File: config.mk
export PLATFORM = sky130hd
export DESIGN_NAME = paging_core
export DESIGN_NICKNAME = d
export VERILOG_FILES = /design/src/design/isa_pkg.sv /design/src/design/mem_pkg.sv /design/src/design/reg_file_alu.sv /design/src/design/mem_port.sv /design/src/design/free_page_scan.sv /design/src/design/page_table.sv /design/src/design/exec_sequencer.sv /design/src/design/paging_core.sv
export VERILOG_INCLUDE_DIRS = /design/src /design/src/include
export SDC_FILE = /design/constraint.sdc
export NUM_CORES = 1
export LEC_CHECK = 0
export ABC_AREA = 1
export BUFFER_PORTS_ARGS = -buffer_cell sky130_fd_sc_hd__buf_2
export CAP_MARGIN = 20
export CORE_MARGIN = 1
export CORE_UTILIZATION = 60
export CTS_CLUSTER_DIAMETER = 50
export CTS_CLUSTER_SIZE = 12
export DETAILED_ROUTE_END_ITERATION = 7
export PLACE_DENSITY = 0.83
export SETUP_SLACK_MARGIN = 0.15
export SLEW_MARGIN = 0
export SYNTH_ARGS = -nofsm -noshare
export SYNTH_HDL_FRONTEND = slang
export SYNTH_SLANG_ARGS = --single-unit
File: constraint.sdc
create_clock -name clka -period 12.9 [get_ports clka]
set_input_delay 1.29 -clock clka [delete_from_list [all_inputs] [get_ports clka]]
set_output_delay 1.29 -clock clka [all_outputs]
set_load 0.1 [all_outputs]
File: src/include/paging_core_config.svh
`ifndef PAGING_CORE_CONFIG_SVH
`define PAGING_CORE_CONFIG_SVH

// physical memory and paging geometry
`define CFG_MEM_WORDS 1024  // words of physical memory
`define CFG_PAGE_SIZE 72  // words per page
`define CFG_NUM_PAGES 14  // whole pages that fit in memory

// program layout
`define CFG_PROGRAM_BASE 46  // reset pc, data below it is off limits

`define CFG_NUM_REGS 8  // general purpose registers

`endif

File: src/design/isa_pkg.sv
`default_nettype none

package isa_pkg;

  typedef logic [15:0] word_t;  // data word
  typedef logic [2:0] reg_idx_t;  // register number

  typedef enum logic [7:0] {
    op_jmp       = 8'd1,
    op_ram2reg   = 8'd2,
    op_reg2ram   = 8'd3,
    op_num2reg   = 8'd4,
    op_reg_plus  = 8'd5,
    op_reg_minus = 8'd6,
    op_exit      = 8'd17
  } opcode_e;  // anything else runs as a no-op

  typedef struct packed {
    opcode_e    opcode;  // high byte of word 1
    logic [7:0] reg_byte;  // low byte of word 1
    word_t      operand;  // word 2
  } instr_t;

  typedef enum logic [2:0] {
    st_fetch_hi,
    st_fetch_lo,
    st_decode,
    st_xlate,
    st_mem_access,
    st_halted,
    st_fault
  } seq_state_e;

endpackage

`default_nettype wire

File: src/design/mem_pkg.sv
`default_nettype none

package mem_pkg;

  typedef logic [9:0] laddr_t;  // logical address
  typedef logic [9:0] paddr_t;  // physical address
  typedef logic [3:0] page_idx_t;  // logical or physical page

  typedef struct packed {
    logic           write;  // 1 for a store
    paddr_t         addr;
    isa_pkg::word_t wdata;  // ignored on a read
  } mem_cmd_t;

  typedef struct packed {
    laddr_t laddr;
  } xlate_req_t;

endpackage

`default_nettype wire

File: src/design/reg_file_alu.sv
`timescale 1ns/10ps
`default_nettype none

module reg_file_alu import isa_pkg::*; (
  input  logic     clka,
  input  logic     rst_n,
  input  opcode_e  rf_op,
  input  reg_idx_t rf_idx,
  input  word_t    rf_wdata,
  input  logic     rf_we,
  output word_t    rf_rdata
);

  word_t regs [2**$bits(reg_idx_t)];

  assign rf_rdata = regs[rf_idx];  // asynchronous read

  always_ff @(posedge clka or negedge rst_n) begin
    if (!rst_n) begin
      for (int i = 0; i < 2**$bits(reg_idx_t); i++) begin
        regs[i] <= '0;
      end
    end else if (rf_we) begin
      case (rf_op)
        op_num2reg, op_ram2reg: regs[rf_idx] <= rf_wdata;
        op_reg_plus: regs[rf_idx] <= regs[rf_idx] + rf_wdata;
        op_reg_minus: regs[rf_idx] <= regs[rf_idx] - rf_wdata;  // wraps modulo 2^16
        default: ;
      endcase
    end
  end

endmodule

`default_nettype wire

File: src/design/mem_port.sv
`timescale 1ns/10ps
`default_nettype none

module mem_port import isa_pkg::*, mem_pkg::*; (
  input  logic     clka,
  input  logic     rst_n,
  input  logic     port_start,
  input  mem_cmd_t port_cmd,
  output logic     port_done,
  output word_t    port_rdata,
  output logic     mem_req,
  output mem_cmd_t mem_cmd,
  input  logic     mem_ack,
  input  word_t    mem_rdata
);

  typedef enum logic [1:0] {
    idle,
    wait_ack,
    wait_release
  } port_state_e;

  port_state_e state;

  always_ff @(posedge clka or negedge rst_n) begin
    if (!rst_n) begin
      state     <= idle;
      mem_req   <= 1'b0;
      port_done <= 1'b0;
    end else begin
      port_done <= 1'b0;
      case (state)
        idle: begin
          if (port_start) begin
            mem_req <= 1'b1;
            state   <= wait_ack;
          end
        end
        wait_ack: begin
          if (mem_ack) begin
            mem_req <= 1'b0;
            state   <= wait_release;
          end
        end
        wait_release: begin
          if (!mem_ack) begin
            port_done <= 1'b1;  // memory is free for the next request
            state     <= idle;
          end
        end
        default: state <= idle;
      endcase
    end
  end

  always_ff @(posedge clka) begin
    if (state == idle && port_start) begin
      mem_cmd <= port_cmd;  // held for the whole transfer
    end
    if (state == wait_ack && mem_ack) begin
      port_rdata <= mem_rdata;
    end
  end

  req_held_until_ack: assert property (@(posedge clka) disable iff (!rst_n)
    mem_req && !mem_ack |=> mem_req);

endmodule

`default_nettype wire

File: src/design/free_page_scan.sv
`timescale 1ns/10ps
`default_nettype none

`include "paging_core_config.svh"

module free_page_scan import mem_pkg::*; (
  input  logic                      clka,
  input  logic                      rst_n,
  input  logic                      scan_start,
  input  logic [`CFG_NUM_PAGES-1:0] page_used,
  output logic                      scan_done,
  output logic                      scan_none,
  output page_idx_t                 scan_page
);

  logic      busy;
  page_idx_t cnt;
  page_idx_t start;  // rotates past each page handed out
  page_idx_t tried;

  function automatic page_idx_t step(page_idx_t p);
    return (p == page_idx_t'(`CFG_NUM_PAGES - 1)) ? '0 : p + 1'b1;
  endfunction

  always_ff @(posedge clka or negedge rst_n) begin
    if (!rst_n) begin
      busy      <= 1'b0;
      cnt       <= '0;
      start     <= page_idx_t'(1);
      tried     <= '0;
      scan_done <= 1'b0;
      scan_none <= 1'b0;
      scan_page <= '0;
    end else begin
      scan_done <= 1'b0;
      scan_none <= 1'b0;
      if (scan_start) begin
        busy  <= 1'b1;
        cnt   <= start;
        tried <= '0;
      end else if (busy) begin
        if (!page_used[cnt]) begin
          scan_done <= 1'b1;
          scan_page <= cnt;
          start     <= step(cnt);
          busy      <= 1'b0;
        end else if (tried == page_idx_t'(`CFG_NUM_PAGES - 1)) begin
          scan_done <= 1'b1;  // full circle, memory is full
          scan_none <= 1'b1;
          busy      <= 1'b0;
        end else begin
          cnt   <= step(cnt);
          tried <= tried + 1'b1;
        end
      end
    end
  end

endmodule

`default_nettype wire

File: src/design/page_table.sv
`timescale 1ns/10ps
`default_nettype none

`include "paging_core_config.svh"

module page_table import mem_pkg::*; (
  input  logic                      clka,
  input  logic                      rst_n,
  input  logic                      xlate_start,
  input  xlate_req_t                xlate_req,
  output logic                      xlate_done,
  output logic                      xlate_fault,
  output paddr_t                    xlate_paddr,
  output logic                      scan_start,
  output logic [`CFG_NUM_PAGES-1:0] page_used,
  input  logic                      scan_done,
  input  logic                      scan_none,
  input  page_idx_t                 scan_page
);

  typedef enum logic [1:0] {
    pt_idle,
    pt_walk,
    pt_alloc
  } pt_state_e;

  pt_state_e                 state;
  page_idx_t                 next_pg [`CFG_NUM_PAGES];  // chain link, tail points to itself
  page_idx_t                 lpage [`CFG_NUM_PAGES];  // logical page held by each physical page
  logic [`CFG_NUM_PAGES-1:0] used;
  page_idx_t                 cache_lp;
  page_idx_t                 cache_pp;
  page_idx_t                 req_lp;
  logic [6:0]                req_off;
  page_idx_t                 cur;
  page_idx_t                 tail;
  page_idx_t                 new_lp;
  logic [6:0]                new_off;

  assign new_lp    = page_idx_t'(xlate_req.laddr / `CFG_PAGE_SIZE);
  assign new_off   = 7'(xlate_req.laddr % `CFG_PAGE_SIZE);
  assign page_used = used;

  function automatic paddr_t to_paddr(page_idx_t pg, logic [6:0] off);
    return paddr_t'(pg) * paddr_t'(`CFG_PAGE_SIZE) + paddr_t'(off);
  endfunction

  always_ff @(posedge clka or negedge rst_n) begin
    if (!rst_n) begin
      state       <= pt_idle;
      xlate_done  <= 1'b0;
      xlate_fault <= 1'b0;
      xlate_paddr <= '0;
      scan_start  <= 1'b0;
      cache_lp    <= '0;  // logical 0 sits in physical 0
      cache_pp    <= '0;
      req_lp      <= '0;
      req_off     <= '0;
      cur         <= '0;
      tail        <= '0;
      for (int i = 0; i < `CFG_NUM_PAGES; i++) begin
        next_pg[i] <= page_idx_t'(i);
        lpage[i]   <= '0;
      end
      used    <= '0;
      used[0] <= 1'b1;
    end else begin
      xlate_done  <= 1'b0;
      xlate_fault <= 1'b0;
      scan_start  <= 1'b0;
      case (state)
        pt_idle: begin
          if (xlate_start) begin
            req_lp  <= new_lp;
            req_off <= new_off;
            if (new_lp == cache_lp) begin
              xlate_done  <= 1'b1;
              xlate_paddr <= to_paddr(cache_pp, new_off);
            end else begin
              cur   <= '0;  // chain always starts at page 0
              state <= pt_walk;
            end
          end
        end
        pt_walk: begin
          if (used[cur] && lpage[cur] == req_lp) begin
            xlate_done  <= 1'b1;
            xlate_paddr <= to_paddr(cur, req_off);
            cache_lp    <= req_lp;
            cache_pp    <= cur;
            state       <= pt_idle;
          end else if (next_pg[cur] == cur) begin
            tail       <= cur;  // end of chain, go find a free page
            scan_start <= 1'b1;
            state      <= pt_alloc;
          end else begin
            cur <= next_pg[cur];
          end
        end
        pt_alloc: begin
          if (scan_done) begin
            xlate_done <= 1'b1;
            state      <= pt_idle;
            if (scan_none) begin
              xlate_fault <= 1'b1;
            end else begin
              next_pg[tail]      <= scan_page;
              next_pg[scan_page] <= scan_page;  // new tail
              lpage[scan_page]   <= req_lp;
              used[scan_page]    <= 1'b1;
              xlate_paddr        <= to_paddr(scan_page, req_off);
              cache_lp           <= req_lp;
              cache_pp           <= scan_page;
            end
          end
        end
        default: state <= pt_idle;
      endcase
    end
  end

  // scanner must only hand back whole pages inside memory
  paddr_in_range: assert property (@(posedge clka) disable iff (!rst_n)
    xlate_done && !xlate_fault |-> xlate_paddr < paddr_t'(`CFG_NUM_PAGES * `CFG_PAGE_SIZE));

endmodule

`default_nettype wire

File: src/design/exec_sequencer.sv
`timescale 1ns/10ps
`default_nettype none

`include "paging_core_config.svh"

module exec_sequencer import isa_pkg::*, mem_pkg::*; (
  input  logic       clka,
  input  logic       rst_n,
  output logic       xlate_start,
  output xlate_req_t xlate_req,
  input  logic       xlate_done,
  input  logic       xlate_fault,
  input  paddr_t     xlate_paddr,
  output logic       port_start,
  output mem_cmd_t   port_cmd,
  input  logic       port_done,
  input  word_t      port_rdata,
  output opcode_e    rf_op,
  output reg_idx_t   rf_idx,
  output word_t      rf_wdata,
  output logic       rf_we,
  input  word_t      rf_rdata,
  output logic       halted,
  output logic       fault
);

  typedef enum logic [1:0] {
    acc_hi,  // first instruction word
    acc_lo,  // operand word
    acc_data  // ram2reg or reg2ram access
  } acc_e;

  seq_state_e state;
  acc_e       acc;
  laddr_t     pc;
  instr_t     instr;
  logic       data_ok;
  logic       is_store;

  // operand must point into program space
  assign data_ok = (instr.operand >= word_t'(`CFG_PROGRAM_BASE)) &&
                   (instr.operand < word_t'(`CFG_MEM_WORDS));
  assign is_store = (acc == acc_data) && (instr.opcode == op_reg2ram);

  assign rf_op    = instr.opcode;
  assign rf_idx   = reg_idx_t'(instr.reg_byte);  // upper bits of the byte are ignored
  assign rf_wdata = (instr.opcode == op_ram2reg) ? port_rdata : instr.operand;

  assign halted = (state == st_halted);
  assign fault  = (state == st_fault);

  always_ff @(posedge clka or negedge rst_n) begin
    if (!rst_n) begin
      state       <= st_fetch_hi;
      acc         <= acc_hi;
      pc          <= laddr_t'(`CFG_PROGRAM_BASE);
      instr       <= '0;
      xlate_start <= 1'b0;
      xlate_req   <= '0;
      port_start  <= 1'b0;
      port_cmd    <= '0;
      rf_we       <= 1'b0;
    end else begin
      xlate_start <= 1'b0;
      port_start  <= 1'b0;
      rf_we       <= 1'b0;
      case (state)
        st_fetch_hi: begin
          xlate_start     <= 1'b1;
          xlate_req.laddr <= pc;
          acc             <= acc_hi;
          state           <= st_xlate;
        end
        st_fetch_lo: begin
          xlate_start     <= 1'b1;
          xlate_req.laddr <= pc;
          acc             <= acc_lo;
          state           <= st_xlate;
        end
        st_xlate: begin
          if (xlate_done) begin
            if (xlate_fault) begin
              state <= st_fault;  // no free page left
            end else begin
              port_start     <= 1'b1;
              port_cmd.write <= is_store;
              port_cmd.addr  <= xlate_paddr;
              port_cmd.wdata <= rf_rdata;  // register is stable since decode
              state          <= st_mem_access;
            end
          end
        end
        st_mem_access: begin
          if (port_done) begin
            case (acc)
              acc_hi: begin
                instr.opcode   <= opcode_e'(port_rdata[15:8]);
                instr.reg_byte <= port_rdata[7:0];
                pc             <= pc + 1'b1;
                state          <= st_fetch_lo;
              end
              acc_lo: begin
                instr.operand <= port_rdata;
                pc            <= pc + 1'b1;
                state         <= st_decode;
              end
              default: begin
                rf_we <= (instr.opcode == op_ram2reg);  // load takes port_rdata
                state <= st_fetch_hi;
              end
            endcase
          end
        end
        st_decode: begin
          state <= st_fetch_hi;
          case (instr.opcode)
            op_jmp: begin
              if (data_ok) pc <= laddr_t'(instr.operand);
            end
            op_ram2reg, op_reg2ram: begin
              if (data_ok) begin
                xlate_start     <= 1'b1;
                xlate_req.laddr <= laddr_t'(instr.operand);
                acc             <= acc_data;
                state           <= st_xlate;
              end
            end
            op_num2reg, op_reg_plus, op_reg_minus: rf_we <= 1'b1;
            op_exit: state <= st_halted;
            default: ;  // loop opcodes and unknown values
          endcase
        end
        default: ;  // halted and fault are terminal
      endcase
    end
  end

  // once stopped the core stays stopped and starts no transfer
  stop_is_final: assert property (@(posedge clka) disable iff (!rst_n)
    (halted || fault) |=> (halted || fault) && !port_start);

endmodule

`default_nettype wire

File: src/design/paging_core.sv
`timescale 1ns/10ps
`default_nettype none

`include "paging_core_config.svh"

module paging_core import isa_pkg::*, mem_pkg::*; (
  input  logic     clka,
  input  logic     rst_n,
  output logic     mem_req,
  output mem_cmd_t mem_cmd,
  input  logic     mem_ack,
  input  word_t    mem_rdata,
  output logic     halted,
  output logic     fault
);

  logic       xlate_start;
  xlate_req_t xlate_req;
  logic       xlate_done;
  logic       xlate_fault;
  paddr_t     xlate_paddr;

  logic     port_start;
  mem_cmd_t port_cmd;
  logic     port_done;
  word_t    port_rdata;

  logic                      scan_start;
  logic [`CFG_NUM_PAGES-1:0] page_used;
  logic                      scan_done;
  logic                      scan_none;
  page_idx_t                 scan_page;

  opcode_e  rf_op;
  reg_idx_t rf_idx;
  word_t    rf_wdata;
  logic     rf_we;
  word_t    rf_rdata;

  exec_sequencer exec_sequencer_inst (
    .clka       (clka),
    .rst_n      (rst_n),
    .xlate_start(xlate_start),
    .xlate_req  (xlate_req),
    .xlate_done (xlate_done),
    .xlate_fault(xlate_fault),
    .xlate_paddr(xlate_paddr),
    .port_start (port_start),
    .port_cmd   (port_cmd),
    .port_done  (port_done),
    .port_rdata (port_rdata),
    .rf_op      (rf_op),
    .rf_idx     (rf_idx),
    .rf_wdata   (rf_wdata),
    .rf_we      (rf_we),
    .rf_rdata   (rf_rdata),
    .halted     (halted),
    .fault      (fault)
  );

  page_table page_table_inst (
    .clka       (clka),
    .rst_n      (rst_n),
    .xlate_start(xlate_start),
    .xlate_req  (xlate_req),
    .xlate_done (xlate_done),
    .xlate_fault(xlate_fault),
    .xlate_paddr(xlate_paddr),
    .scan_start (scan_start),
    .page_used  (page_used),
    .scan_done  (scan_done),
    .scan_none  (scan_none),
    .scan_page  (scan_page)
  );

  free_page_scan free_page_scan_inst (
    .clka      (clka),
    .rst_n     (rst_n),
    .scan_start(scan_start),
    .page_used (page_used),
    .scan_done (scan_done),
    .scan_none (scan_none),
    .scan_page (scan_page)
  );

  reg_file_alu reg_file_alu_inst (
    .clka    (clka),
    .rst_n   (rst_n),
    .rf_op   (rf_op),
    .rf_idx  (rf_idx),
    .rf_wdata(rf_wdata),
    .rf_we   (rf_we),
    .rf_rdata(rf_rdata)
  );

  mem_port mem_port_inst (
    .clka      (clka),
    .rst_n     (rst_n),
    .port_start(port_start),
    .port_cmd  (port_cmd),
    .port_done (port_done),
    .port_rdata(port_rdata),
    .mem_req   (mem_req),
    .mem_cmd   (mem_cmd),
    .mem_ack   (mem_ack),
    .mem_rdata (mem_rdata)
  );

endmodule

`default_nettype wire

[After elaboration in Yosys (flattened, before gate mapping)]
Index checks and enable logic that the tools add are counted.
Word-level totals
  output and inout port bits: 30
  logic and storage cells: 323
  input bits: 19
  bits in registers: 444
Cells by class
  reduce and logical (&&, ||, !) cells: 48
  mux-type cells: 121
  bitwise logic cells: 10
  equal/unequal tests: 43
  order comparisons: 13
  divide/modulo/power cells: 2
  multiply operators: 3
  $add $sub $neg: 8
Operators with widths (number)
  bitwise mux 128 bit: 3
  case mux 128 bit (3 select lines): 1
  bitwise mux 56 bit: 3
  two-way mux 10 bit: 10
  two-way mux 4 bit: 25
  two-way mux 16 bit: 4
  binary-select mux 16 bit (select 3 bit): 1
  demux 16 bit (select 3 bit): 1
  case mux 10 bit (2 select lines): 2
  two-way mux 1 bit: 36
  AND reduction 3 bit: 12
  binary-select mux 4 bit (select 4 bit): 2
  demux 4 bit (select 4 bit): 2
  divider 10 x 7 -> 32 bit (second input constant): 1
  remainder unit 10 x 7 -> 32 bit (second input constant): 1
  adder 10 x 7 -> 10 bit: 3
  case mux 10 bit (3 select lines): 1
  == test 8 x 3 -> 1 bit (second input constant): 3
  two-way mux 2 bit: 12
  case mux 4 bit (2 select lines): 3
  != test 2 bit (second input constant): 11
  multiplier 4 x 4 -> 7 bit (second input constant): 3
  case mux 2 bit (3 select lines): 3
  adder 16 bit: 1
  other kinds (47): 104

[Logic depth before layout (Yosys ltp)]
Gate-level depths: netlist (run 1).
  depth after elaboration: 8
  depth in mapped cells: 33
  mapped depth without buffers: 33

[Hierarchy]
A second synthesis (run 1) with hierarchy kept.
Second synthesis, totals
  cell total of the unflattened synthesis: 3899
  area total of the unflattened synthesis: 27792.9 µm²
Modules (own cells, without submodules)
  reg_file_alu: times used 1, sequential area each 3203.1 µm², area an instance 11912.7 µm², cells each 1964
  page_table: times used 1, sequential area each 4236.6 µm², area an instance 9126.3 µm², cells each 1163
  exec_sequencer: times used 1, sequential area each 2057.0 µm², area an instance 4172.8 µm², cells each 553
  mem_port: times used 1, sequential area each 1391.3 µm², area an instance 1456.4 µm², cells each 60
  free_page_scan: times used 1, sequential area each 476.7 µm², area an instance 1124.8 µm², cells each 159

[Worst setup path before layout (run 1)]
No wires, ideal clock.
  path kind: register -> register
  start point: register exec_sequencer_inst.instr (netlist bit exec_sequencer_inst.rf_op[5])
  end point: register reg_file_alu_inst.regs[60] (netlist bit)
  slack: 8.705 ns
  library setup time: 0.120 ns
  clock period less this slack: 4.195 ns
  arrival time: 4.076 ns
  cell stages (with the launch flop): 27
  path buffers: 2
  data required time: 12.780 ns
  path through: dfrtp_1 > nor4_4 > nand3_2 > clkbuf_1 > clkbuf_1 > o21ai_1 > ha_1 > inv_1 > fa_1 > nor2_1 > o21ai_0 > nand2_1 > nand2_1 > o211ai_1 > nand2_1 > nand2_1 > nand2_1 > nand2_1 > nand2_1 > nand2_1 > a21oi_1 > xor2_1 > nand2_1 > nand3_1 > nand3_1 > o21ai_0 > inv_1
Between the ends
  word-level cells in the longest chain between the ends: 5
  elaborated cells on any way between the ends: 14
  classes of those cells: add/sub (2); eq/ne (4); mux (5); reduce/logical (3)
Ends and longest elaborated chain
  start: declaration: line exec_sequencer.sv:36  | instr_t instr;
  == test 8 x 2 -> 1 bit: line reg_file_alu.sv:24, exec_sequencer.sv:47
  two-way mux 16 bit: line exec_sequencer.sv:47  | assign rf_wdata = (instr.opcode == op_ram2reg) ? port_rdata : instr.operand;
  subtractor 16 bit / adder 16 bit (equally long branches): line reg_file_alu.sv:27, reg_file_alu.sv:26
  bitwise mux 128 bit (on tied branches): line reg_file_alu.sv:27, reg_file_alu.sv:26
  case mux 128 bit (3 select lines): line reg_file_alu.sv:24  | case (rf_op)
  end signal: indexed assignment: line reg_file_alu.sv:25  | op_num2reg, op_ram2reg: regs[rf_idx] <= rf_wdata;
  end signal: indexed assignment: line reg_file_alu.sv:26  | op_reg_plus: regs[rf_idx] <= regs[rf_idx] + rf_wdata;
  end signal: indexed assignment: line reg_file_alu.sv:27  | op_reg_minus: regs[rf_idx] <= regs[rf_idx] - rf_wdata;
  end: declaration: line reg_file_alu.sv:14  | word_t regs [2**$bits(reg_idx_t)];
Parallel ways exist; a longest one is shown, timed or not.
A chain may end at the register's enable or synchronous reset.

[Worst setup path in the final report (run 1)]
  start point: register exec_sequencer_inst.instr (netlist bit exec_sequencer_inst.rf_op[5])
  end point: register reg_file_alu_inst.regs[76] (netlist bit)
Same word-level chain as after synthesis.

==> impl_metrics.env, run 1 <==
export IMPL_crit_top_cell="nand2_1"
export IMPL_ff_latch_area_sq_um=11400
export IMPL_fill_cells=3395
export IMPL_tightest_slew_ns=1.22
export IMPL_synth_nets=3394
export IMPL_dp_slack_ns=7.69
export IMPL_initial_core_util=0.609
export IMPL_grt_max_degree=117
export IMPL_die_w_um=209
export IMPL_worstHoldStart="exec_sequencer_inst.port_cmd[16]$_DFFE_PN0P_"
export IMPL_critPathBufInv=2
export IMPL_htreeDepth=2
export IMPL_arrival_ns=5.89
export IMPL_synth_edf_count=43
export IMPL_synth_top_area_frac=0.361
export IMPL_die_h_um=209
export IMPL_cts_setup_buffers=0
export IMPL_end_kind="flop"
export IMPL_synth_most_common_cell="nand2_1"
export IMPL_ys_seq_area_frac=0.444
export IMPL_yosysTopAreaCell="dfrtp_1"
export IMPL_cp_slowest_cell="o21ai_1"
export IMPL_die_area_sq_um=43500
export IMPL_num_vias=24938
export IMPL_overflow=0
export IMPL_required_ns=13.38
export IMPL_cpLargestDelayFamily="simple AND/OR/NAND/NOR gates"
export IMPL_finalPower_uw=4510
export IMPL_finalSetupViolations=0
export IMPL_ys_flop_type="dfrtp_1"
export IMPL_yosysWarnings=0
export IMPL_syn_mean_instance_area_sq_um=7.72
export IMPL_num_rows=75
export IMPL_placedCellCount=3774
export IMPL_path_cells="nor4_4 > nand3_2 > o21ai_1 > ha_1 > inv_1 > fa_1 > nor2_1 > o21ai_0 > nand2_1 > nand2_1 > o211ai_1 > nand2_1 > nand2_1 > nand2_1 > nand2_1 > nand2_1 > nand2_1 > a21oi_1 > xor2_1 > nand2_1 > nand3_1 > nand3_1 > o21ai_0 > inv_1"
export IMPL_finalSetupTns_ns=0
export IMPL_area_growth_pct=8.83
export IMPL_core_area_sq_um=42000
export IMPL_layout_setup_ws_ns=7.50
export IMPL_min_to="mem_port_inst.mem_cmd[16]$_DFFE_PP_"
export IMPL_worstReg2RegEnd="reg_file_alu_inst.regs[76]$_DFFE_PN0P_"
export IMPL_min_path_cells=0
export IMPL_gp_congestion=1.02
export IMPL_total_leakage_power_uw=0.0131
export IMPL_cp_max_fo=34
export IMPL_antennaDiodeCount=0
export IMPL_p_per_area_nw_per_um2=162
export IMPL_cts_path_max_buffers=3
export IMPL_synth_area_sq_um=25600
export IMPL_path_class="flop to flop"
export IMPL_fin_crit_sh=0.419
export IMPL_rr_worst_depth=24
export IMPL_layout_cells_non_filler=3872
export IMPL_drt_total_wl_mm=82.4
export IMPL_rsz0062_at_grt="no"
export IMPL_ios=49
export IMPL_outcome="completed"
export IMPL_period_minus_slack_ns=5.40
export IMPL_drt_iter0_markers=3478
export IMPL_antenna_found_initial=0
export IMPL_slew_headroom=0.183
export IMPL_multi_input_area_sq_um=12000
export IMPL_report_final_slew_viol_count=0
export IMPL_r2r_setup_slack_ns=7.50
export IMPL_synth_async_reset_ratio=0.903
export IMPL_drtAntennaViolNets=0
export IMPL_critPathLaunchType="flop"
export IMPL_postCtsHoldBufs=0
export IMPL_clk_pin_slew_ns=0.06
export IMPL_yosysUniqueCellTypes=65
export IMPL_layout_nets=3368
export IMPL_via_per_inst=6.44
export IMPL_synth_area_top_cells="dfrtp_1 36%, nand2_1 10%, o21ai_0 8.6%"
export IMPL_holdWs_ns=0.446
export IMPL_max_cap_violations=0
export IMPL_grt_pass1_vias=23767
export IMPL_drive_above_1_share=0.0822
export IMPL_fmax_mhz=185
export IMPL_hold_viol_final=0
export IMPL_vdd_ir_drop_max_v=0.000148
export IMPL_cts_resized=0
export IMPL_portBuffers=48
export IMPL_cts_tree="yes"
export IMPL_numCtsBuffers=51
export IMPL_wl_per_cell_um=21.3
export IMPL_synthesis_instances=3316
export IMPL_r2r_start="exec_sequencer_inst.rf_op[5]$_DFFE_PN0P_"
export IMPL_insertion_delay_ns=0.61
export IMPL_hp_class="flop to flop"
export IMPL_synth_common_cells="692 x nand2_1, 441 x o21ai_0, 393 x inv_1, 370 x dfrtp_1, 212 x a21oi_1"
export IMPL_cpPeakStageDelay_ns=0.82
export IMPL_finalClockSkew_ns=0.0175
export IMPL_place_hpwl_mm=54.9
export IMPL_clock_root_buffer="clkbuf_16"
export IMPL_grt_pass1_wl_mm=129
export IMPL_ys_ff_latch=444
export IMPL_route_detailed_drc=0
export IMPL_cts_sinks=444
export IMPL_first_pass_iters=7
export IMPL_track_usage=0.378
-- area by class of cell --
type                            instances  area share
Tap cell                              539      0.0242
Clock inverter                         18     0.00772
Timing Repair Buffer                   88      0.0212
Inverter                              422      0.0568
Sequential cell                       444       0.408
Multi-Input combinational cell       2283       0.431
Clock buffer                           78      0.0516
-- layer usage --
layer  track usage  wire (um)
met1         0.486      31400
met2         0.597      37300
met3        0.0803       8840
met4         0.211       4860
met5             0          0
-- worst reg2reg max path, cell delays in order, from the launching register on --
cell	delay [ns]
dfrtp_1	0.42
nor4_4	0.50
nand3_2	0.57
o21ai_1	0.83
ha_1	0.29
inv_1	0.06
fa_1	0.39
nor2_1	0.15
o21ai_0	0.10
nand2_1	0.15
nand2_1	0.07
o211ai_1	0.16
nand2_1	0.09
nand2_1	0.08
nand2_1	0.06
nand2_1	0.07
nand2_1	0.07
nand2_1	0.07
a21oi_1	0.07
xor2_1	0.58
nand2_1	0.12
nand3_1	0.10
nand3_1	0.08
o21ai_0	0.10
inv_1	0.08
-- metrics by stage --
stage,cell area [sq um],utilization
finish,27900,0.663
global route,27900,0.663
CTS,27800,0.662
detailed placement,26200,0.622
global placement,26200,0.622
floorplan,25600,-
-- placed cells by master, fill, tap and decap left out, types with 19 or more instances in the layout --
master       n
nand4_1     36
o22ai_1     93
nor2_1     211
clkbuf_1    22
dfrtp_1    369
dfstp_2     31
o21ai_0    441
clkbuf_16   52
o21ai_1     39
nand2_1    692
buf_4       38
inv_1      393
a221oi_1    19
ha_1        55
nand3_1    162
a21oi_1    212
buf_2       47
a31oi_1     21
xor2_1      32
edfxtp_1    43
o221ai_1    55
o211ai_1    44
-- worst max path at each step --
stage / from / to / cells past startpoint
6_report: exec_sequencer_inst.rf_op[5]$_DFFE_PN0P_ / reg_file_alu_inst.regs[76]$_DFFE_PN0P_ / 24
5_1_grt: exec_sequencer_inst.rf_op[5]$_DFFE_PN0P_ / reg_file_alu_inst.regs[110]$_DFFE_PN0P_ / 18
4_1_cts: exec_sequencer_inst.rf_op[5]$_DFFE_PN0P_ / reg_file_alu_inst.regs[110]$_DFFE_PN0P_ / 18
3_5_place_dp: exec_sequencer_inst.rf_op[5]$_DFFE_PN0P_ / reg_file_alu_inst.regs[110]$_DFFE_PN0P_ / 18
3_3_place_gp: exec_sequencer_inst.rf_op[5]$_DFFE_PN0P_ / reg_file_alu_inst.regs[110]$_DFFE_PN0P_ / 18
2_1_floorplan: exec_sequencer_inst.rf_op[5]$_DFFE_PN0P_ / reg_file_alu_inst.regs[60]$_DFFE_PN0P_ / 26
-- report_power, final --
part           total (uW)  switching, uW  leakage [uW]  internal (uW)
logic                1390           1050       0.00653            345
registers            1670            124       0.00579           1550
clock network        1450            609      0.000801            837
total                4510           1780        0.0131           2730
-- cell families (layout without fill, tap and decap cells) --
kind of cell    Yosys count  after routing  share of synthesized area
flops                   444            444                      0.444
mux                       3              3                    0.00132
buf+inv                 589            606                     0.0884
xor+xnor                 40             40                     0.0149
simple gates           1187           1187                      0.198
fa+ha+maj                59             59                     0.0300
compound gates          994            994                      0.224
-- sequential cells by signal, summed over array words and instances (netlist names), 7 cells and up --
signal / count
exec_sequencer_inst.xlate_req: 10
reg_file_alu_inst.regs: 128
mem_port_inst.port_rdata: 16
exec_sequencer_inst.pc: 10
page_table_inst.page_used: 14
page_table_inst.req_off: 7
exec_sequencer_inst.port_cmd: 27
mem_port_inst.mem_cmd: 27
page_table_inst.next_pg: 56
page_table_inst.xlate_paddr: 10
exec_sequencer_inst.rf_op: 8
page_table_inst.lpage: 56
exec_sequencer_inst.instr: 16
Power figures use the tool's default switching activity.
==> run 2, diff against run 1 <==
--- a/config.mk
+++ b/config.mk
@@ -6,15 +6,15 @@
 export SDC_FILE = /design/constraint.sdc
 export NUM_CORES = 1
 export LEC_CHECK = 0
-export ABC_AREA = 1
+export ABC_AREA = 0
 export BUFFER_PORTS_ARGS = -buffer_cell sky130_fd_sc_hd__buf_2
 export CAP_MARGIN = 20
 export CORE_MARGIN = 1
-export CORE_UTILIZATION = 60
+export CORE_UTILIZATION = 57
 export CTS_CLUSTER_DIAMETER = 50
 export CTS_CLUSTER_SIZE = 12
 export DETAILED_ROUTE_END_ITERATION = 7
-export PLACE_DENSITY = 0.83
+export PLACE_DENSITY = 0.82
 export SETUP_SLACK_MARGIN = 0.15
 export SLEW_MARGIN = 0
 export SYNTH_ARGS = -nofsm -noshare
==> constraint.sdc (replaced) <==
create_clock -name clka -period 4.9 [get_ports clka]
set_input_delay 0.49 -clock clka [delete_from_list [all_inputs] [get_ports clka]]
set_output_delay 0.49 -clock clka [all_outputs]
set_load 0.1 [all_outputs]
==> run 2 against run 1 <==
Area after synthesis is 12% lower; core utilization fell by 1.6 points; register-to-register slack worse by 7.1 ns; count of clock-buffer cells in the layout fell by 1; via count fell by 30%; clock skew up 0.017 ns; global-route usage decreased by 8.0 points; clock power increased by 140%; wire length decreased by 28%; hold slack lost 0.44 ns; first-iteration DRC count decreased by 54%.
==> impl_metrics.env, run 2 <==
export IMPL_cts_sinks=444
export IMPL_slew_headroom=0.175
export IMPL_grt_util_met1=0.398
export IMPL_rr_worst_depth=15
export IMPL_cts_path_max_buffers=3
export IMPL_synth_top_family_by_area="simple AND/OR/NAND/NOR gates"
export IMPL_fin_crit_sh=0.923
export IMPL_ys_seq_area_frac=0.504
export IMPL_synth_common_cells="370 x dfrtp_1, 358 x nand2_1, 186 x o21ai_0, 142 x mux2_2, 134 x nor2_1"
export IMPL_hold_viol_final=0
export IMPL_wl_per_cell_um=21.5
export IMPL_insertion_delay_ns=0.60
export IMPL_portBuffers=48
export IMPL_synth_xor_area_share=0.0143
export IMPL_ys_flop_type="dfrtp_1"
export IMPL_area_growth_pct=11.6
export IMPL_first_pass_iters=6
export IMPL_rsz0062_at_grt="no"
export IMPL_track_usage=0.298
export IMPL_top_register="reg_file_alu_inst.regs"
export IMPL_vdd_ir_drop_max_v=0.000354
export IMPL_dp_slack_ns=0.118
export IMPL_fill_cells=2863
export IMPL_cp_max_fo=27
export IMPL_numCtsBuffers=48
export IMPL_r2r_setup_slack_ns=0.38
export IMPL_grt_max_degree=133
export IMPL_yosysUniqueCellTypes=90
export IMPL_num_vias=17500
export IMPL_worstReg2RegEnd="reg_file_alu_inst.regs[59]$_DFFE_PN0P_"
export IMPL_synth_area_top_cells="dfrtp_1 41%, mux2_2 7.1%, nand2_1 6.0%"
export IMPL_drt_total_wl_mm=59.3
export IMPL_total_leakage_power_uw=0.0113
export IMPL_outcome="completed"
export IMPL_final_common_cell="dfrtp_1"
export IMPL_clock_root_buffer="clkbuf_16"
export IMPL_synth_nets=2241
export IMPL_synth_area_sq_um=22500
export IMPL_arrival_ns=4.99
export IMPL_overflow=0
export IMPL_report_final_slew_viol_count=0
export IMPL_synth_top_area_frac=0.411
export IMPL_synthSimpleGateAreaFrac=0.140
export IMPL_gr_usage_met2=0.473
export IMPL_tightest_slew_ns=1.23
export IMPL_antennaDiodeCount=0
export IMPL_layout_nets=2277
export IMPL_yosysWarnings=0
export IMPL_max_cap_violations=0
export IMPL_place_hpwl_mm=39.8
export IMPL_via_per_inst=6.35
export IMPL_core_area_sq_um=38800
export IMPL_synth_compound_area_share=0.138
export IMPL_drtAntennaViolNets=0
export IMPL_critPathLaunchType="flop"
export IMPL_fmax_mhz=221
export IMPL_synthesis_instances=2163
export IMPL_period_minus_slack_ns=4.52
export IMPL_cts_tree="yes"
export IMPL_reg_top3="reg_file_alu_inst.regs (128), page_table_inst.lpage (56), page_table_inst.next_pg (56)"
export IMPL_finalSetupTns_ns=0
export IMPL_syn_mean_instance_area_sq_um=10.4
export IMPL_synth_async_reset_ratio=0.903
export IMPL_synth_most_common_cell="dfrtp_1"
export IMPL_largest_register_ff_count=128
export IMPL_initial_core_util=0.580
export IMPL_grt_pass1_vias=17400
export IMPL_postCtsHoldBufs=0
export IMPL_globalRouteMet3Util=0.0485
export IMPL_required_ns=5.37
export IMPL_finalSetupViolations=0
export IMPL_path_class="flop to flop"
export IMPL_die_area_sq_um=40300
export IMPL_die_w_um=201
export IMPL_synth_mux_area_frac=0.136
export IMPL_synth_edf_count=43
export IMPL_finalClockSkew_ns=0.0345
export IMPL_p_per_area_nw_per_um2=527
export IMPL_die_h_um=201
export IMPL_synth_fa_ha_area_frac=0.0345
export IMPL_gp_congestion=0.948
export IMPL_final_cell_mix="369 x dfrtp_1, 357 x nand2_1, 184 x o21ai_0"
export IMPL_antenna_found_initial=0
export IMPL_drt_iter0_markers=1587
export IMPL_end_kind="flop"
export IMPL_ys_ff_latch=444
export IMPL_drive_above_1_share=0.198
export IMPL_r2r_start="exec_sequencer_inst.rf_idx[1]$_DFFE_PN0P_"
export IMPL_grt_pass1_wl_mm=94.8
export IMPL_yosysTopAreaCell="dfrtp_1"
export IMPL_clk_pin_slew_ns=0.06
export IMPL_ios=49
export IMPL_busiest_layer="met2"
export IMPL_route_detailed_drc=0
export IMPL_hp_class="input pin to async pin"
export IMPL_num_rows=72
export IMPL_htreeDepth=2
export IMPL_layout_setup_ws_ns=0.378
==> run 2: changes by cell type in the layout (fill, tap and decap cells not counted), sizes merged, moves of 70 or more <==
cell / previous run / this run
o22ai: 93 / 23
mux2: 3 / 143
nor2: 215 / 134
a21oi: 212 / 88
nand2: 707 / 358
nand3: 173 / 28
o21ai: 481 / 187
inv: 417 / 67
==> run 2: what timing repair did <==
action,CTS,global route
endpoints found under the setup margin,12,51
gates resized for setup,1,20
buffers inserted,2,4
pin swaps,1,8
==> run 2: kinds of logic (layout without fill, tap and decap cells) <==
logic type | Yosys count | count (layout)
buf+inv | 193 | 267
xor+xnor | 36 | 36
simple gates | 702 | 702
fa+ha+maj | 60 | 60
compound gates | 482 | 482
mux | 246 | 246
flops | 444 | 444
==> run 2: how the worst max path moves through the flow <==
stage                                                  from                                    endpoint  slack, ns  cells past startpoint
2_1_floorplan      exec_sequencer_inst.rf_op[3]$_DFFE_PN0P_      reg_file_alu_inst.regs[43]$_DFFE_PN0P_       0.24                     14
3_3_place_gp       exec_sequencer_inst.rf_op[3]$_DFFE_PN0P_      reg_file_alu_inst.regs[74]$_DFFE_PN0P_       0.18                     17
3_5_place_dp       exec_sequencer_inst.rf_op[3]$_DFFE_PN0P_      reg_file_alu_inst.regs[74]$_DFFE_PN0P_       0.12                     17
4_1_cts        exec_sequencer_inst.xlate_req[8]$_DFFE_PN0P_  page_table_inst.xlate_paddr[8]$_DFFE_PN0P_       0.18                     21
5_1_grt        exec_sequencer_inst.xlate_req[6]$_DFFE_PN0P_  page_table_inst.xlate_paddr[8]$_DFFE_PN0P_       0.12                     21
6_report          exec_sequencer_inst.rf_idx[1]$_DFFE_PN0P_      reg_file_alu_inst.regs[59]$_DFFE_PN0P_       0.38                     15
==> run 2: per-layer routing <==
metal	share of wire	up-vias	wire length, um
li1	-	7780	-
met1	0.41	8713	24100
met2	0.47	813	27900
met3	0.074	194	4420
met4	0.048	0	2840
met5	0	-	0
==> run 2: layout make-up <==
| type | count | area (sq um) | area share |
|---|---|---|---|
| Inverter | 63 | 236 | 0.00941 |
| Sequential cell | 444 | 11400 | 0.452 |
| Timing Repair Buffer | 116 | 863 | 0.0343 |
| Clock buffer | 77 | 1390 | 0.0553 |
| Clock inverter | 11 | 110 | 0.00438 |
| Tap cell | 518 | 648 | 0.0258 |
| Multi-Input combinational cell | 1526 | 10500 | 0.419 |
==> run 2: critical path, cell delays in order (launching register included) <==
cell	delay (ns)
dfrtp_1	0.49
buf_12	0.24
mux4_2	0.53
o21ai_0	0.45
inv_1	0.15
ha_1	0.35
a21oi_1	0.16
o21bai_1	0.11
a21oi_1	0.21
o21ai_0	0.10
and2_1	0.18
a21o_1	0.18
a21oi_1	0.18
mux2i_1	0.09
or4_1	0.66
mux2_2	0.33
==> run 2: through the flow <==
stage,std cells,utilization,hold slack (ns),power (uW),cell area [sq um]
floorplan,2163,-,0.194,8090,22500
global placement,2656,0.603,0.430,9270,23400
detailed placement,2657,0.603,0.430,9450,23400
CTS,2747,0.643,0.0582,13000,24900
global route,2755,0.648,0.0729,13900,25100
finish,2755,0.648,0.00613,13300,25100
==> run 2: where the power goes <==
part | internal [uW] | switching, uW | leakage (uW)
clock | 2010 | 1490 | 0.000729
sequential | 4180 | 580 | 0.00577
combinational | 2040 | 2960 | 0.00484
total | 8230 | 5030 | 0.0113
